--- src/design/rx_pkg.sv ---
////////////////////////////////////////////////////////////
// shared types and sizes of the rx sample path
// at most MAX_CHANS channels, gain field is sized for that
// nsamps and decim are 7 bit counts, 0 is never stored
// buffer words are 16 bits, timestamp is 48 bits
////////////////////////////////////////////////////////////

package rx_pkg;

	localparam int ADC_BITS       = 14;   // signed adc sample
	localparam int IQ_BITS        = 24;   // one I or Q value
	localparam int TICK_BITS      = 48;   // sample timestamp
	localparam int BUF_WORD_BITS  = 16;   // buffer word and frame counter
	localparam int CFG_CNT_BITS   = 7;    // nsamps and decim, 1..127
	localparam int GAIN_BITS      = 2;    // left shift 0..3
	localparam int MAX_CHANS      = 4;
	localparam int WORDS_PER_CHAN = 3;    // I low, Q low, both high bytes
	localparam int TAIL_WORDS     = 4;    // 3 timestamp words + frame counter

	// command codes on the host port
	typedef enum logic [1:0]
	{
		SET_NSAMPS = 2'd0,
		SET_DECIM  = 2'd1,
		SET_GAIN   = 2'd2
	} rx_op_e;

	typedef struct packed
	{
		rx_op_e      op;
		logic [3:0]  chan;    // only for SET_GAIN
		logic [15:0] data;
	} rx_cmd_t;               // 22 bits

	typedef struct packed
	{
		logic [IQ_BITS-1:0] i;
		logic [IQ_BITS-1:0] q;
	} iq_pair_t;              // 48 bits

	// one 48 bit word, either a channel pair or a tick count
	typedef union packed
	{
		iq_pair_t             iq;
		logic [TICK_BITS-1:0] ticks;
	} rx_word48_u;

	typedef logic [BUF_WORD_BITS-1:0] buf_word_t;

	typedef struct packed
	{
		logic [CFG_CNT_BITS-1:0]                  nsamps;  // groups per frame
		logic [CFG_CNT_BITS-1:0]                  decim;   // samples per group
		logic [MAX_CHANS-1:0][GAIN_BITS-1:0]      gain;    // shift per channel
	} rx_cfg_t;               // 22 bits

endpackage

--- src/design/sample_stamp.sv ---
////////////////////////////////////////////////////////////
// input sample counter and frame counter
// ticks_o holds the count at the latest avail pulse
// both counters restart at 0 on buffer reset
////////////////////////////////////////////////////////////

`timescale 1ns/1ps

module sample_stamp (
	input  logic                                cpu_clk,
	input  logic                                reset_bufs_A,
	input  logic                                adc_valid_i,
	input  logic                                avail_i,
	input  logic                                frame_done_i,
	output logic [rx_pkg::TICK_BITS-1:0]        ticks_o,
	output logic [rx_pkg::BUF_WORD_BITS-1:0]    frame_cnt_o
);

	logic [rx_pkg::TICK_BITS-1:0] tick_cnt;   // accepted samples since reset

	always_ff @(posedge cpu_clk)
	begin
		if (reset_bufs_A)
		begin
			tick_cnt    <= '0;
			frame_cnt_o <= '0;
		end
		else
		begin
			if (adc_valid_i)
				tick_cnt <= tick_cnt + 1'b1;
			if (frame_done_i)
				frame_cnt_o <= frame_cnt_o + 1'b1;   // dropped frames count too
		end
	end

	// avail comes the cycle after the window's last sample,
	// so tick_cnt already includes it and nothing newer
	always_ff @(posedge cpu_clk)
	begin
		if (avail_i)
			ticks_o <= tick_cnt;
	end

endmodule

--- config.mk ---
export PLATFORM = sky130hd
export DESIGN_NAME = sample_stamp
export DESIGN_NICKNAME = d
export VERILOG_FILES = /design/src/design/rx_pkg.sv /design/src/design/sample_stamp.sv
export SDC_FILE = /design/constraint.sdc
export NUM_CORES = 1
export LEC_CHECK = 0
export ABC_AREA = 1
export BUFFER_PORTS_ARGS = -buffer_cell sky130_fd_sc_hd__buf_4
export CAP_MARGIN = 20
export CORE_ASPECT_RATIO = 1.75
export CORE_UTILIZATION = 42
export DETAILED_ROUTE_END_ITERATION = 6
export GPL_TIMING_DRIVEN = 0
export PLACE_DENSITY = 0.57
export SLEW_MARGIN = 40
export SYNTH_ARGS = -nofsm -noshare
export SYNTH_HDL_FRONTEND = slang
export SYNTH_SLANG_ARGS = --single-unit
--- constraint.sdc ---
create_clock -name cpu_clk -period 2 [get_ports cpu_clk]
set_input_delay 0.2 -clock cpu_clk [delete_from_list [all_inputs] [get_ports cpu_clk]]
set_output_delay 0.2 -clock cpu_clk [all_outputs]
set_load 0.02 [all_outputs]
==> results.yml <==
cts:
  post_cts_buffers: 0
  insertion_delay_ps: 340
  h-tree-depth: 3
  cts_tree: "yes"
  cts.repair.resized: 0
  clock_path_buffers: 2
  cts_sinks: 112
  clk_pin_slew_ps: 70
  hold_buffers: 0
  cts_made_buffers: 9
  root_buffer: "clkbuf_16"
status:
  violations: "design-rule violations"
  outcome: "finished, violations left"
setup_path:
  r2r_slack_ps: 330
  crit_start: "tick_cnt[1]"
  cp.required_ps: 2210
  path_class: "flop to flop"
  r2r-end: "tick_cnt[24]"
  reg2regPathDepth: 8
  arrival_ps: 1890
  critPathLaunchType: "flop"
  reg2reg_from: "tick_cnt[1]"
  crit_path_end: "tick_cnt[24]"
  cp-end-kind: "flop"
  critical_path_peak_fanout: 9
pwr:
  p_leak_nw: 2.30
  switchingPower_mw: 0.963
  power.ir.vdd_worst_v: 0.000409
  clock_power_share_pct: 42.6
  p_int_mw: 3.62
  power.share.sequential_pct: 53.0
  comb_power_share_pct: 4.4
  switching_share_pct: 21.0
  cellPowerDensity_nw_per_um2: 759
finish:
  fillCellCount: 1116
  layout.cells.non_filler: 843
  area_delta_synth_final_pct: 19.7
  antennaDiodeCount: 0
  drive_gt1_share_pct: 17.5
  nets: 710
  mostFrequentLayoutCells: "nand2_1 (154), nor2_1 (118), buf_4 (68)"
  mostFrequentLayoutCell: "nand2_1"
  ff_latch_area_sq_um: 2720
  multi_input_area_sq_um: 2040
detailed_routing:
  wl_met3_um: 294
  dr.pass1.iters: 7
  avgRoutedWirePerCell_um: 14.6
  ant_nets: 0
  via_per_inst: 5.05
  vias: 4260
  drt_iter0_markers: 204
  m1WireLength_um: 4680
  wl_um: 12300
  drc: 5
  top_layer_used: "met4"
  met2RoutedLength_um: 6780
timing:
  slew_viol_final: 0
  rsz0062_at_grt: "no"
  worst_slew_pin_slew_ps: 627
  fin_setup_tns_ps: 0
  fin_crit_sh_pct: 83.7
  hold_violations: 0
  skew_ps: 8.66
  final.min_clock_period_ps: 1670
  finalSetupViolCount: 0
  worst_hold_slack_ps: 73.4
  max_slew_margin_pct: 58.2
  clock.fmax_mhz: 597
global_routing:
  antenna_found_initial: 0
  overflow: 0
  grt_first_pass_wirelength_um: 19600
  grt_max_degree: 49
  grt_pass1_vias: 4066
  grt_use_total_pct: 20.6
synthesis:
  yosysTopAreaCellShare_pct: 28.5
  netlist_instances: 625
  yosysWarnings: 0
  synth_seq_area_share_pct: 53.9
  synth_area_sq_um: 5050
  ys_seq_elements: 112
  synthDistinctLibCells: 32
  synth_area_per_cell_sq_um: 8.08
  synthesis.nets: 632
  yosys-top-cells-area: "edfxtp_1 (29%), dfxtp_1 (25%), nand2_1 (11%), nor2_1 (8.8%), inv_1 (4.7%)"
  synth_top_area_cell: "edfxtp_1"
die:
  fp.dieW_um: 84.9
  die_h_um: 147
  rows: 52
  core_sq_um: 11600
  die-area_sq_um: 12500
  initial_core_util_pct: 43.4
  pin_count: 69
placement:
  gp_congestion: 0.902
  placedCellCount: 827
  detailed_place_hpwl_um: 9410
  io_buffers: 67
run:
  maxCapViolations: 0
min_path:
  min-delay-path-class: "input port to flop"
power by group through the flow:
| stage | Sequential (mW) | Clock, mW | Combinational (mW) |
|---|---|---|---|
| finish | 2.43 | 1.95 | 0.201 |
| global route | 2.44 | 2.09 | 0.218 |
| CTS | 2.43 | 2.01 | 0.204 |
| detailed placement | 2.49 | 0 | 0.203 |
| global placement | 2.48 | 0 | 0.200 |
| floorplan | 2.53 | 0 | 0.0554 |
Yosys cell counts (all sizes together):
cell type,instances
nand2,163
nor2,140
inv,66
dfxtp,64
edfxtp,48
nand3,46
a21oi,33
o21ai,16
nor3,10
nand4,6
buf,5
o21bai,5
a211oi,3
clkbuf,3
o21a,3
xor2,3
ha,2
nor3b,2
xnor2,2
a31oi,1
a41oi,1
and2,1
clkinv,1
or2,1
metal layers:
metal / up-vias / track usage [%]
li1: 2171 / -
met1: 1975 / 21.1
met2: 86 / 39.2
met3: 28 / 3.03
met4: 0 / 11.7
met5: - / 0
cells by family (layout without fill, tap and decap cells):
kind of cell,count (synthesis),after routing,synth area share (%)
buf+inv,75,158,5.72
fa+ha+maj,2,2,0.495
flops,112,112,53.9
xor+xnor,5,5,0.867
compound gates,62,62,6.79
simple gates,369,369,32.2
cell type report:
class,instances,share of cell area [%]
multi-input combinational,438,33.7
inverter,67,4.16
sequential,112,45.0
timing repair buffer,67,8.32
buffer,8,0.621
clock buffer,12,4.08
tap,135,2.79
clock inverter,4,1.28
worst max-delay path: stages (launching register included):
cell,delay [ps]
dfxtp_1,410
ha_1,260
nand3_1,160
nor2_2,190
nand2_2,90
nor2_4,220
nand3_1,100
nand2_1,80
nor2_1,30
state kept, by name (all words and copies together) (netlist names):
name	flops
ticks_o	48
tick_cnt	48
frame_cnt_o	16
worst min-delay path by stage:
stage / end / depth (start not counted) / from / slack [ps]
6_report: frame_cnt_o[1] / 2 / frame_done_i / 70
5_1_grt: frame_cnt_o[0] / 2 / frame_done_i / 80
4_1_cts: frame_cnt_o[1] / 2 / frame_done_i / 60
3_5_place_dp: frame_cnt_o[1] / 2 / frame_done_i / 430
3_3_place_gp: frame_cnt_o[1] / 2 / frame_done_i / 430
2_1_floorplan: frame_cnt_o[0] / 1 / frame_done_i / 290
per-stage QoR:
step | cell area [sq um] | setup WS (ps) | util, % | total power, mW
2_1_floorplan | 5050 | 511 | - | 2.58
3_3_place_gp | 5720 | 301 | 49.1 | 2.68
3_5_place_dp | 5720 | 281 | 49.1 | 2.69
4_1_cts | 6050 | 270 | 51.9 | 4.64
5_1_grt | 6050 | 156 | 51.9 | 4.74
6_report | 6050 | 325 | 51.9 | 4.59
Note: power is estimated with default switching activity, not from simulation.
