**config.mk**
```make
export PLATFORM = sky130hd
export DESIGN_NAME = rx_chan_bank
export DESIGN_NICKNAME = d
export VERILOG_FILES = /design/src/design/rx_pkg.sv /design/src/design/rx_chan_bank.sv
export SDC_FILE = /design/constraint.sdc
export NUM_CORES = 1
export LEC_CHECK = 0
export ABC_AREA = 1
export CORE_MARGIN = 3
export CORE_UTILIZATION = 30
export DETAILED_ROUTE_END_ITERATION = 12
export DONT_BUFFER_PORTS = 1
export GPL_ROUTABILITY_DRIVEN = 0
export GPL_TIMING_DRIVEN = 0
export SLEW_MARGIN = 20
export SYNTH_ARGS = -nofsm -noshare
export SYNTH_HDL_FRONTEND = slang
export SYNTH_SLANG_ARGS = --single-unit
```
**constraint.sdc**
```tcl
create_clock -name cpu_clk -period 7.8 [get_ports cpu_clk]
set_input_delay 0.39 -clock cpu_clk [delete_from_list [all_inputs] [get_ports cpu_clk]]
set_output_delay 0.39 -clock cpu_clk [all_outputs]
set_load 0.02 [all_outputs]
```
**src/design/rx_pkg.sv**
```systemverilog
////////////////////////////////////////////////////////////
// shared types and sizes of the rx sample path
// at most MAX_CHANS channels, gain field is sized for that
// nsamps and decim are 7 bit counts, 0 is never stored
// buffer words are 16 bits, timestamp is 48 bits
////////////////////////////////////////////////////////////

package rx_pkg;

	localparam int ADC_BITS       = 14;   // signed adc sample
	localparam int IQ_BITS        = 24;   // one I or Q value
	localparam int TICK_BITS      = 48;   // sample timestamp
	localparam int BUF_WORD_BITS  = 16;   // buffer word and frame counter
	localparam int CFG_CNT_BITS   = 7;    // nsamps and decim, 1..127
	localparam int GAIN_BITS      = 2;    // left shift 0..3
	localparam int MAX_CHANS      = 4;
	localparam int WORDS_PER_CHAN = 3;    // I low, Q low, both high bytes
	localparam int TAIL_WORDS     = 4;    // 3 timestamp words + frame counter

	// command codes on the host port
	typedef enum logic [1:0]
	{
		SET_NSAMPS = 2'd0,
		SET_DECIM  = 2'd1,
		SET_GAIN   = 2'd2
	} rx_op_e;

	typedef struct packed
	{
		rx_op_e      op;
		logic [3:0]  chan;    // only for SET_GAIN
		logic [15:0] data;
	} rx_cmd_t;               // 22 bits

	typedef struct packed
	{
		logic [IQ_BITS-1:0] i;
		logic [IQ_BITS-1:0] q;
	} iq_pair_t;              // 48 bits

	// one 48 bit word, either a channel pair or a tick count
	typedef union packed
	{
		iq_pair_t             iq;
		logic [TICK_BITS-1:0] ticks;
	} rx_word48_u;

	typedef logic [BUF_WORD_BITS-1:0] buf_word_t;

	typedef struct packed
	{
		logic [CFG_CNT_BITS-1:0]                  nsamps;  // groups per frame
		logic [CFG_CNT_BITS-1:0]                  decim;   // samples per group
		logic [MAX_CHANS-1:0][GAIN_BITS-1:0]      gain;    // shift per channel
	} rx_cfg_t;               // 22 bits

endpackage

```
**src/design/rx_chan_bank.sv**
```systemverilog
////////////////////////////////////////////////////////////
// bank of decimating channels, one shared window phase
// I is the window sum, Q the sum with alternating sign
// both scaled by the channel gain shift, kept to 24 bits
// at decim 1, valid samples must not come back to back
////////////////////////////////////////////////////////////

`timescale 1ns/1ps

module rx_chan_bank #(
	parameter int RX_CHANS = 4
) (
	input  logic                               cpu_clk,
	input  logic                               reset_bufs_A,
	input  logic                               adc_valid_i,
	input  logic [rx_pkg::ADC_BITS-1:0]        adc_data_i,
	input  rx_pkg::rx_cfg_t                    cfg_i,
	output logic                               avail_o,
	output rx_pkg::iq_pair_t [RX_CHANS-1:0]    pairs_o
);

	localparam int IQW = rx_pkg::IQ_BITS;
	localparam int ADW = rx_pkg::ADC_BITS;

	logic [rx_pkg::CFG_CNT_BITS-1:0] phase;   // sample index inside window
	logic                            win_end;
	logic [IQW-1:0]                  samp_ext;
	logic [IQW-1:0]                  acc_i [RX_CHANS];
	logic [IQW-1:0]                  acc_q [RX_CHANS];
	logic [IQW-1:0]                  sum_i [RX_CHANS];
	logic [IQW-1:0]                  sum_q [RX_CHANS];

	assign samp_ext = {{(IQW-ADW){adc_data_i[ADW-1]}}, adc_data_i};  // sign extend
	assign win_end  = (phase >= (cfg_i.decim - 1'b1));   // >= covers a decim drop mid window

	// window sums including the current sample
	always_comb
	begin
		logic [IQW-1:0] term;
		for (int c = 0; c < RX_CHANS; c++)
		begin
			term     = samp_ext << cfg_i.gain[c];   // gain applied per sample
			sum_i[c] = acc_i[c] + term;
			sum_q[c] = phase[0] ? (acc_q[c] - term) : (acc_q[c] + term);  // even index adds
		end
	end

	////////////////////////////////////////////////////////////
	// phase, accumulators and the avail pulse

	always_ff @(posedge cpu_clk)
	begin
		if (reset_bufs_A)
		begin
			phase   <= '0;
			avail_o <= 1'b0;
			for (int c = 0; c < RX_CHANS; c++)
			begin
				acc_i[c] <= '0;
				acc_q[c] <= '0;
			end
		end
		else
		begin
			avail_o <= adc_valid_i && win_end;   // one cycle after the last sample
			if (adc_valid_i)
			begin
				phase <= win_end ? '0 : phase + 1'b1;
				for (int c = 0; c < RX_CHANS; c++)
				begin
					acc_i[c] <= win_end ? '0 : sum_i[c];
					acc_q[c] <= win_end ? '0 : sum_q[c];
				end
			end
		end
	end

	// results held until the next window closes
	always_ff @(posedge cpu_clk)
	begin
		if (adc_valid_i && win_end)
		begin
			for (int c = 0; c < RX_CHANS; c++)
			begin
				pairs_o[c].i <= sum_i[c];
				pairs_o[c].q <= sum_q[c];
			end
		end
	end

	// the packer counts one group per pulse, a stretched pulse would double count
	a_avail_single: assert property (@(posedge cpu_clk) disable iff (reset_bufs_A)
		avail_o |=> !avail_o);

endmodule

```
==> out/metrics.yaml <==
status: "finished, final reports clean"
report.power.total_mw: 11.7
ff2ff_path_depth: 16
worstHoldPathType: "in -> reg"
yosysTopAreaCell: "edfxtp_1"
start_util: 0.304
rrSetupSlack_ns: 2.49
grt_pass1_vias: 21900
finalMaxSlewViolations: 0
max_slew_margin: 0.307
dieHeight_um: 309
rows: 110
fmax_ghz: 0.188
synth_flop_cell: "edfxtp_1"
ys_seq_area_frac: 0.425
clkTransAtPathRegs_ns: 0.07
synth.net_count: 3630
synth-compound-area-share: 0.110
synthArstFlopShare: 0
r2r-end: "acc_q[3][23]$_SDFFCE_PP0P_"
drtIter0Drc: 1812
areaGrowthSynthToFinish_pct: 12.0
dieArea_um2: 95400
antenna_left: 0
fin_nets: 3686
viasPerCell: 4.91
ys_types: 54
drv_cap: 0
worst_pin_slew_ns: 1.04
hold_viol: 0
timing.final.setup_violations: 0
synth_seq_cells: 392
r2r-start: "phase[0]$_SDFFE_PP0P_"
cp_slowest_cell: "xnor2_1"
fillers: 9396
crit_family: "buffers and inverters"
ir_drop_uv: 129
antenna_found_initial: 7
crit_chain: "clkbuf_1 -> xnor2_1 -> clkbuf_1 -> clkbuf_1 -> o21ai_0 -> ha_1 -> a21oi_1 -> o21ai_0 -> nand2_1 -> nand2_1 -> nor2_1 -> o21ai_0 -> nor2_1 -> nand3_1 -> nand2_1 -> nor2_1"
grt_max_degree: 77
worst_setup_path_end_kind: "flop"
io_pins: 232
cts_buffer_depth: 3
layout_min_cycle_time_ns: 5.31
fin_skew_ns: 0.0232
drive_above_1_share: 0.0465
yosys_warnings: 0
p_leak_nw: 13.7
syn_inst: 3386
synth_area_leaders: "edfxtp_1, nand2_1, ha_1"
design.core.area_um2: 90400
numClockSinks: 392
p_per_area_nw_per_um2: 380
holdPathEnd: "avail_o$_SDFF_PP0_"
yosys.cell_count.top_type: "nand2_1"
cts.root.buffer_cell: "clkbuf_16"
drc: 0
start_kind: "flop"
rsz0062_at_grt: "no"
die_w_um: 309
synthTopCellsByCount: "nand2_1, inv_1, nor2_1"
netlist.area_leader.share: 0.419
worstHoldStart: "reset_bufs_A"
muxShareOfSynthArea: 0
numCtsBuffers: 48
synth_top_family_by_area: "simple AND/OR/NAND/NOR gates"
synthSimpleGateAreaFrac: 0.228
grt_pass1_wl_mm: 130
vias: 22800
crit_fanout: 10
critical-path-max-stage-delay_ns: 0.89
portBuffers: 0
clk_latency_ns: 0.60
synth.avg_cell_area_um2: 8.13
worst_ep_arrival_time_ns: 5.61
synth_edf_count: 384
grt_use_total: 0.178
finalWirelength_mm: 87.1
grt-ovfl-total: 0
synthAdderAreaFrac: 0.0948
routedWlPerCell_um: 18.7
first_pass_iters: 5
hold_depth: 3
synth_xor_area_frac: 0.0626
fin_hold_ws_ns: 0.0673
fin_crit_sh: 0.681
crit_buf_inv: 3
cts_tree: "done"
critical_path_required_ns: 8.10
critPathKind: "reg -> reg"
cts-htree-levels: 2
mappedNetlistArea_um2: 27500
hpwl_mm: 68.0
cts_resized: 0
==> registers in the layout (all words and copies together) (netlist names) <==
| name | cells |
|---|---|
| acc_q | 96 |
| avail_o | 1 |
| acc_i | 96 |
| phase | 7 |
| pairs_o | 192 |
==> cells in the final DEF (no fill, tap or decap), types with 25 or more instances in the layout <==
| cell type | instances |
|---|---|
| nand2_1 | 713 |
| inv_1 | 495 |
| nor2_1 | 405 |
| edfxtp_1 | 384 |
| a21oi_1 | 209 |
| ha_1 | 199 |
| o21ai_0 | 195 |
| nand3_1 | 167 |
| xor2_1 | 113 |
| xnor2_1 | 82 |
| nor3_1 | 68 |
| clkbuf_16 | 50 |
| nand4_1 | 44 |
| o21ai_1 | 36 |
| clkbuf_1 | 28 |
| a21o_1 | 26 |
| o21bai_1 | 25 |
| nor2b_1 | 25 |
==> where the power goes <==
part           total (mW)  switching, mW  leakage, nW  internal, mW
registers            3.16          0.152         3.91          3.01
logic                6.18           4.19         9.00          1.99
clock network        2.38           1.02        0.805          1.36
total                11.7           5.36         13.7          6.36
==> routing by layer <==
metal	global-route usage	wire length [µm]	vias to the layer above
met2	0.292	39500	680
met5	0	32	-
met3	0.0483	7390	118
met1	0.233	37900	10600
met4	0.0468	2280	6
li1	-	-	11400
==> layout make-up <==
class                           instances  area, µm²  area share
Multi-Input combinational cell       2432      13600       0.443
Sequential cell                       392      11700       0.379
Inverter                              503       1900      0.0615
Tap cell                             1176       1470      0.0477
Clock buffer                           50       1250      0.0406
Clock inverter                         39        414      0.0134
Buffer                                 59        305     0.00990
Timing Repair Buffer                    6        148     0.00479
Antenna cell                            1       2.50   0.0000812
==> kinds of logic (layout without fill, tap and decap cells) <==
kind of cell,after synthesis,after routing
simple gates,1482,1482
buf+inv,562,657
compound gates,549,549
flops,392,392
fa+ha+maj,205,205
xor+xnor,196,196
other cells,0,1
==> timing repair <==
| action | 4_1_cts | 5_1_grt |
|---|---|---|
| endpoints found under the hold margin | 1 | 0 |
| setup buffers | 0 | 0 |
| hold buffers | 1 | 0 |
==> worst max path at each step <==
stage                          startpoint  slack, ns  depth (start not counted)                         end
floorplan                        cfg_i[8]       1.84                         13        pairs_o[0]$_DFFE_PP_
global placement    phase[0]$_SDFFE_PP0P_      -1.90                         12      pairs_o[133]$_DFFE_PP_
detailed placement  phase[0]$_SDFFE_PP0P_       2.57                         13  acc_i[3][23]$_SDFFCE_PP0P_
CTS                 phase[0]$_SDFFE_PP0P_       2.54                         13  acc_i[3][23]$_SDFFCE_PP0P_
global route        phase[0]$_SDFFE_PP0P_       2.28                         16  acc_q[3][23]$_SDFFCE_PP0P_
finish              phase[0]$_SDFFE_PP0P_       2.49                         16  acc_q[3][23]$_SDFFCE_PP0P_
==> tightest hold or removal path, delay by kind of cell <==
kind | cells | cell delay (ns)
simple gates | 1 | 0.09
buf+inv | 2 | 0.13
==> through the flow <==
step	worst slack, ns	setup TNS, ns	instances	instance area, µm²	utilization
floorplan	1.84	0	3386	27500	-
global placement	-1.90	-378.33	4562	29000	0.321
detailed placement	2.57	0	4567	29100	0.322
CTS	2.54	0	4657	30800	0.341
global route	2.28	0	4657	30800	0.341
finish	2.49	0	4658	30800	0.341
No activity file was read; power rests on OpenSTA's default activity.
