$ cat src/design/rx_pkg.sv
////////////////////////////////////////////////////////////
// shared types and sizes of the rx sample path
// at most MAX_CHANS channels, gain field is sized for that
// nsamps and decim are 7 bit counts, 0 is never stored
// buffer words are 16 bits, timestamp is 48 bits
////////////////////////////////////////////////////////////

package rx_pkg;

	localparam int ADC_BITS       = 14;   // signed adc sample
	localparam int IQ_BITS        = 24;   // one I or Q value
	localparam int TICK_BITS      = 48;   // sample timestamp
	localparam int BUF_WORD_BITS  = 16;   // buffer word and frame counter
	localparam int CFG_CNT_BITS   = 7;    // nsamps and decim, 1..127
	localparam int GAIN_BITS      = 2;    // left shift 0..3
	localparam int MAX_CHANS      = 4;
	localparam int WORDS_PER_CHAN = 3;    // I low, Q low, both high bytes
	localparam int TAIL_WORDS     = 4;    // 3 timestamp words + frame counter

	// command codes on the host port
	typedef enum logic [1:0]
	{
		SET_NSAMPS = 2'd0,
		SET_DECIM  = 2'd1,
		SET_GAIN   = 2'd2
	} rx_op_e;

	typedef struct packed
	{
		rx_op_e      op;
		logic [3:0]  chan;    // only for SET_GAIN
		logic [15:0] data;
	} rx_cmd_t;               // 22 bits

	typedef struct packed
	{
		logic [IQ_BITS-1:0] i;
		logic [IQ_BITS-1:0] q;
	} iq_pair_t;              // 48 bits

	// one 48 bit word, either a channel pair or a tick count
	typedef union packed
	{
		iq_pair_t             iq;
		logic [TICK_BITS-1:0] ticks;
	} rx_word48_u;

	typedef logic [BUF_WORD_BITS-1:0] buf_word_t;

	typedef struct packed
	{
		logic [CFG_CNT_BITS-1:0]                  nsamps;  // groups per frame
		logic [CFG_CNT_BITS-1:0]                  decim;   // samples per group
		logic [MAX_CHANS-1:0][GAIN_BITS-1:0]      gain;    // shift per channel
	} rx_cfg_t;               // 22 bits

endpackage

$ cat src/design/frame_packer.sv
////////////////////////////////////////////////////////////
// serializes each group of channel pairs into the buffer
// per channel: I low, Q low, {I high byte, Q high byte}
// last group of a frame adds ticks low/mid/high + frame count
// a group is written whole or dropped whole, drop sets overrun
// avail pulses while a group is being written are ignored
////////////////////////////////////////////////////////////

`timescale 1ns/1ps

module frame_packer #(
	parameter int RX_CHANS = 4,
	parameter int BUF_AW   = 11
) (
	input  logic                               cpu_clk,
	input  logic                               reset_bufs_A,
	input  rx_pkg::rx_cfg_t                    cfg_i,
	input  logic                               avail_i,
	input  rx_pkg::iq_pair_t [RX_CHANS-1:0]    pairs_i,
	input  logic [rx_pkg::TICK_BITS-1:0]       ticks_i,
	input  logic [rx_pkg::BUF_WORD_BITS-1:0]   frame_cnt_i,
	input  logic [BUF_AW:0]                    free_cnt_i,
	output logic                               wr_en_o,
	output rx_pkg::buf_word_t                  wr_data_o,
	output logic                               frame_done_o,
	output logic                               overrun_o
);

	localparam int CW        = (RX_CHANS > 1) ? $clog2(RX_CHANS) : 1;
	localparam int GRP_WORDS = rx_pkg::WORDS_PER_CHAN * RX_CHANS;
	localparam logic [BUF_AW:0] NEED_GRP  = (BUF_AW+1)'(GRP_WORDS);
	localparam logic [BUF_AW:0] NEED_LAST = (BUF_AW+1)'(GRP_WORDS + rx_pkg::TAIL_WORDS);
	localparam int HI = rx_pkg::IQ_BITS - 1;

	typedef enum logic [1:0]
	{
		ST_IDLE,
		ST_MOVE,   // channel words
		ST_TS,     // timestamp words
		ST_CTR     // frame counter word
	} state_e;

	state_e                          state;
	logic [CW-1:0]                   chan_ptr;   // channel of the next word
	logic [1:0]                      move_ptr;   // 0 I low, 1 Q low, 2 high bytes
	logic [1:0]                      tsel;       // timestamp word
	logic [rx_pkg::CFG_CNT_BITS-1:0] grp_cnt;    // groups done in this frame
	logic                            last_grp;
	logic                            room;
	rx_pkg::rx_word48_u              src48;
	rx_pkg::buf_word_t               next_word;

	assign last_grp = (grp_cnt >= (cfg_i.nsamps - 1'b1));
	assign room     = (free_cnt_i >= (last_grp ? NEED_LAST : NEED_GRP));  // whole group fits

	////////////////////////////////////////////////////////////
	// word select, same 48 bits seen as a pair or as ticks

	always_comb
	begin
		if (state == ST_TS)
			src48.ticks = ticks_i;
		else
			src48.iq = pairs_i[chan_ptr];   // chan_ptr is 0 in idle
		case (state)
			ST_TS:  next_word = src48.ticks[{tsel, 4'd0} +: 16];   // low word first
			ST_CTR: next_word = frame_cnt_i;
			default:
			begin
				case (move_ptr)
					2'd0:    next_word = src48.iq.i[15:0];
					2'd1:    next_word = src48.iq.q[15:0];
					default: next_word = {src48.iq.i[HI -: 8], src48.iq.q[HI -: 8]};
				endcase
			end
		endcase
	end

	////////////////////////////////////////////////////////////
	// sequencer, outputs registered so the first word lands
	// the cycle after avail

	always_ff @(posedge cpu_clk)
	begin
		if (reset_bufs_A)
		begin
			state        <= ST_IDLE;
			chan_ptr     <= '0;
			move_ptr     <= '0;
			tsel         <= '0;
			grp_cnt      <= '0;
			wr_en_o      <= 1'b0;
			frame_done_o <= 1'b0;
			overrun_o    <= 1'b0;
		end
		else
		begin
			wr_en_o      <= 1'b0;
			frame_done_o <= 1'b0;
			case (state)
				ST_IDLE:
				begin
					if (avail_i && room)
					begin
						wr_en_o  <= 1'b1;   // chan 0 I low
						move_ptr <= 2'd1;
						state    <= ST_MOVE;
					end
					else if (avail_i)
					begin
						overrun_o <= 1'b1;   // sticky until buffer reset
						if (last_grp)
						begin
							grp_cnt      <= '0;
							frame_done_o <= 1'b1;
						end
						else
							grp_cnt <= grp_cnt + 1'b1;
					end
				end
				ST_MOVE:
				begin
					wr_en_o <= 1'b1;
					if (move_ptr == 2'd2)
					begin
						move_ptr <= 2'd0;
						if (chan_ptr == CW'(RX_CHANS-1))
						begin
							chan_ptr <= '0;
							if (last_grp)
								state <= ST_TS;   // no gap before the tail
							else
							begin
								grp_cnt <= grp_cnt + 1'b1;
								state   <= ST_IDLE;
							end
						end
						else
							chan_ptr <= chan_ptr + 1'b1;
					end
					else
						move_ptr <= move_ptr + 1'b1;
				end
				ST_TS:
				begin
					wr_en_o <= 1'b1;
					if (tsel == 2'd2)
					begin
						tsel  <= '0;
						state <= ST_CTR;
					end
					else
						tsel <= tsel + 1'b1;
				end
				default:   // ST_CTR
				begin
					wr_en_o      <= 1'b1;
					frame_done_o <= 1'b1;   // frame counter steps after its word
					grp_cnt      <= '0;
					state        <= ST_IDLE;
				end
			endcase
		end
	end

	always_ff @(posedge cpu_clk)
	begin
		wr_data_o <= next_word;
	end

	// the room check at group start must keep every write inside the buffer
	a_no_write_full: assert property (@(posedge cpu_clk) disable iff (reset_bufs_A)
		wr_en_o |-> (free_cnt_i != '0));

endmodule

$ cat config.mk
export PLATFORM = sky130hd
export DESIGN_NAME = frame_packer
export DESIGN_NICKNAME = d
export VERILOG_FILES = /design/src/design/rx_pkg.sv /design/src/design/frame_packer.sv
export SDC_FILE = /design/constraint.sdc
export NUM_CORES = 1
export LEC_CHECK = 0
export BUFFER_PORTS_ARGS = -buffer_cell sky130_fd_sc_hd__buf_2
export CAP_MARGIN = 40
export CORE_AREA = 5 5 118 120
export CTS_CLUSTER_SIZE = 8
export DETAILED_ROUTE_END_ITERATION = 8
export DIE_AREA = 0 0 123 125
export GPL_TIMING_DRIVEN = 0
export PLACE_DENSITY = 0.66
export SLEW_MARGIN = 15
export SYNTH_ARGS = -nofsm -noshare
export SYNTH_HDL_FRONTEND = slang
export SYNTH_SLANG_ARGS = --single-unit
$ cat constraint.sdc
create_clock -name cpu_clk -period 5.7 [get_ports cpu_clk]
set_clock_uncertainty 0.1 [all_clocks]
set_input_delay 0 -clock cpu_clk [delete_from_list [all_inputs] [get_ports cpu_clk]]
set_output_delay 0 -clock cpu_clk [all_outputs]
set_load 0.05 [all_outputs]
==> run metrics <==
Std-Cell Rows 42; DR DRC count 0; Routed wire per std cell 20.58 um; Setup crit start kind input port; Hold Path Class input port to flip-flop; status finished, final reports clean; Critical Path AT 3.37 ns; Post-Route WL 18560 um; RePlAce Congestion about 0.92; Die Y-Extent 125 um; DP HPWL 15810 um; Max FO, Critical Path 6; CTS HTree Levels 2; clock buffer count from CTS 5; Max VDD drop roughly 0.09 mV; setup_tns 0 ns; DRT Pass-1 Iters 9; Clock Sink Count 34; RSZ-0062 raised after global routing no; Setup Viol. Count Final 0; # hold bufs at CTS 28; GRT Total Usage 22.67%; post-synthesis cell type count 55; fin crit share 58.14%; share of cells above drive strength 1 53.06%; vias per inst 5.259; CTS tree yes; synthesized instance count 390; cts repair resizes 0; max-slew violation count 0; core area 12870 um2; fraction of registers with async set/reset 0%; Total Nets Final around 1000; first-pass GRT wire length 26560 um; slew margin rel. 51.47%; Die Span X 123 um; largest net degree at the start of global routing 11; CP required around 5.8 ns; final hold vios 0; top cells by area, synth mux4_2, dfxtp_1, ha_1, a21oi_1, nand2_1; top cells by count, synth nand2_1, mux4_2, a21oi_1, dfxtp_1, o21ai_0; area share of the largest cell type after synthesis 28.88%; initial core utilization 29.08%; Max-cap violations 0; Placed Cells between 800 and 900; final core occ between 40% and 50%; full die area between 15000 and 20000 um2; initial DRC count 479; Tmin final 3.314 ns; area grow syn2layout 57.05%; Buffers on Ports roughly 300; Synth Net Count ~700; Synth area leader mux4_2; gr ovfl total 0; number of synthesized flops with an enable pin 0; slew of the pin with the lowest slew margin 0.7240 ns; fillers 1287; crit path capture type flip-flop; DR vias 4744; initial antenna violation count 8; leakage power 0.002630 uW; Worst-path clk slew 0.05 ns; multi-input logic area 2816 um2; pwr dens 222.2 nW/um2; Main synth FF type dfxtp_1; register area 680.7 um2; vias in the first global route 4796; Max Fclk 301.7 MHz; post-route ant nets 0; YS warnings 0; most common cell in the netlist nand2_1; Root Buffer clkbuf_16; Worst-Skew Late Latency between 0.2 and 0.3 ns; setup bufs post-CTS 0; synthesis-stage register bit count 34; Post-Layout Cell Count 902; Mapped Area 3744 um2; Ports 312; sequential area share after synthesis 18.18%; Setup CP Type input port to flip-flop; Avg Inst Size Synth around 9.6 um2; clk buf depth 2
## logic make-up after synthesis
logic type / share of synthesized area, %
compound gates: 22.89
xor+xnor: 1.170
fa+ha+maj: 6.016
buf+inv: 6.584
flops: 18.18
mux: 31.55
simple gates: 13.60
## routing by layer
| layer | GRT usage (%) | vias up | routed length (um) |
|---|---|---|---|
| met2 | 37.05 | 252 | 8615 |
| met1 | 29.06 | 2226 | 7522 |
| met5 | 0 | - | 73 |
| met4 | 5.993 | 12 | 406 |
| met3 | 6.956 | 41 | 1942 |
| li1 | - | 2213 | - |
## where the power goes
part | internal [uW] | switching, uW
clock network | 169 | 103
logic | 263 | 443
registers | 299 | 29.5
total | 731 | 576
## stage by stage
step | area, um2 | hold WS, ns | power [uW] | setup WS, ns
6_report | 5879 | 0.02773 | 1306 | 2.386
5_1_grt | 5867 | 0.06045 | 1382 | 2.075
4_1_cts | 5864 | 0.02103 | 1302 | 2.362
3_5_place_dp | 5445 | 0.1523 | 1018 | 2.060
3_3_place_gp | 5445 | 0.1514 | 1012 | 2.108
2_1_floorplan | 3744 | -0.03114 | 780.6 | 2.612
## critical path: stages
cell      delay [ns]
buf_2           0.11
inv_1           0.07
ha_1            0.19
nand2_1         0.09
nor3_1          0.19
xnor2_1         0.15
ha_1            0.26
a21oi_1         0.13
o21ai_1         0.17
a21oi_2         0.31
inv_1           0.11
ha_1            0.29
and4bb_1        0.22
o31a_4          0.38
nor3b_4         0.27
o221a_2         0.31
o221ai_1        0.13
## sequential cells by signal (all words and copies together), names as in the netlist
register      count
tsel              2
frame_done_o      1
state             2
grp_cnt           7
wr_data_o        16
overrun_o         1
move_ptr          2
wr_en_o           1
chan_ptr          2
## worst paths after layout
check | start | depth (start not counted) | end | slack (ns)
worst min-delay path | ticks_i[27] | 4 | wr_data_o[11] | 0.03
worst max-delay path | cfg_i[15] | 17 | grp_cnt[4] | 2.39
worst max register to register | grp_cnt[4] | 11 | grp_cnt[4] | 2.42
worst min register to register | overrun_o | 2 | overrun_o | 0.35
## cell usage in the layout, fill, tap and decap left out, types with 9 or more instances in the layout
cell,count
nand3_1,9
clkbuf_1,11
a222oi_1,9
mux2i_1,10
a22o_1,9
ha_1,18
o21ai_0,22
dlygate4sd3_1,28
a21oi_1,41
buf_2,307
nor2_1,14
nand2_1,50
dfxtp_1,34
inv_1,20
mux4_2,48
## area by class of cell
class	count	share of cell area, %
diodes	6	0.2554
well taps	176	3.745
flip-flops and latches	34	11.58
clock buffers	6	2.362
inverters	20	1.277
multi-input cells	303	47.90
plain buffers	33	2.916
repair buffers	324	29.96
No activity file was read; power rests on OpenSTA's default activity.
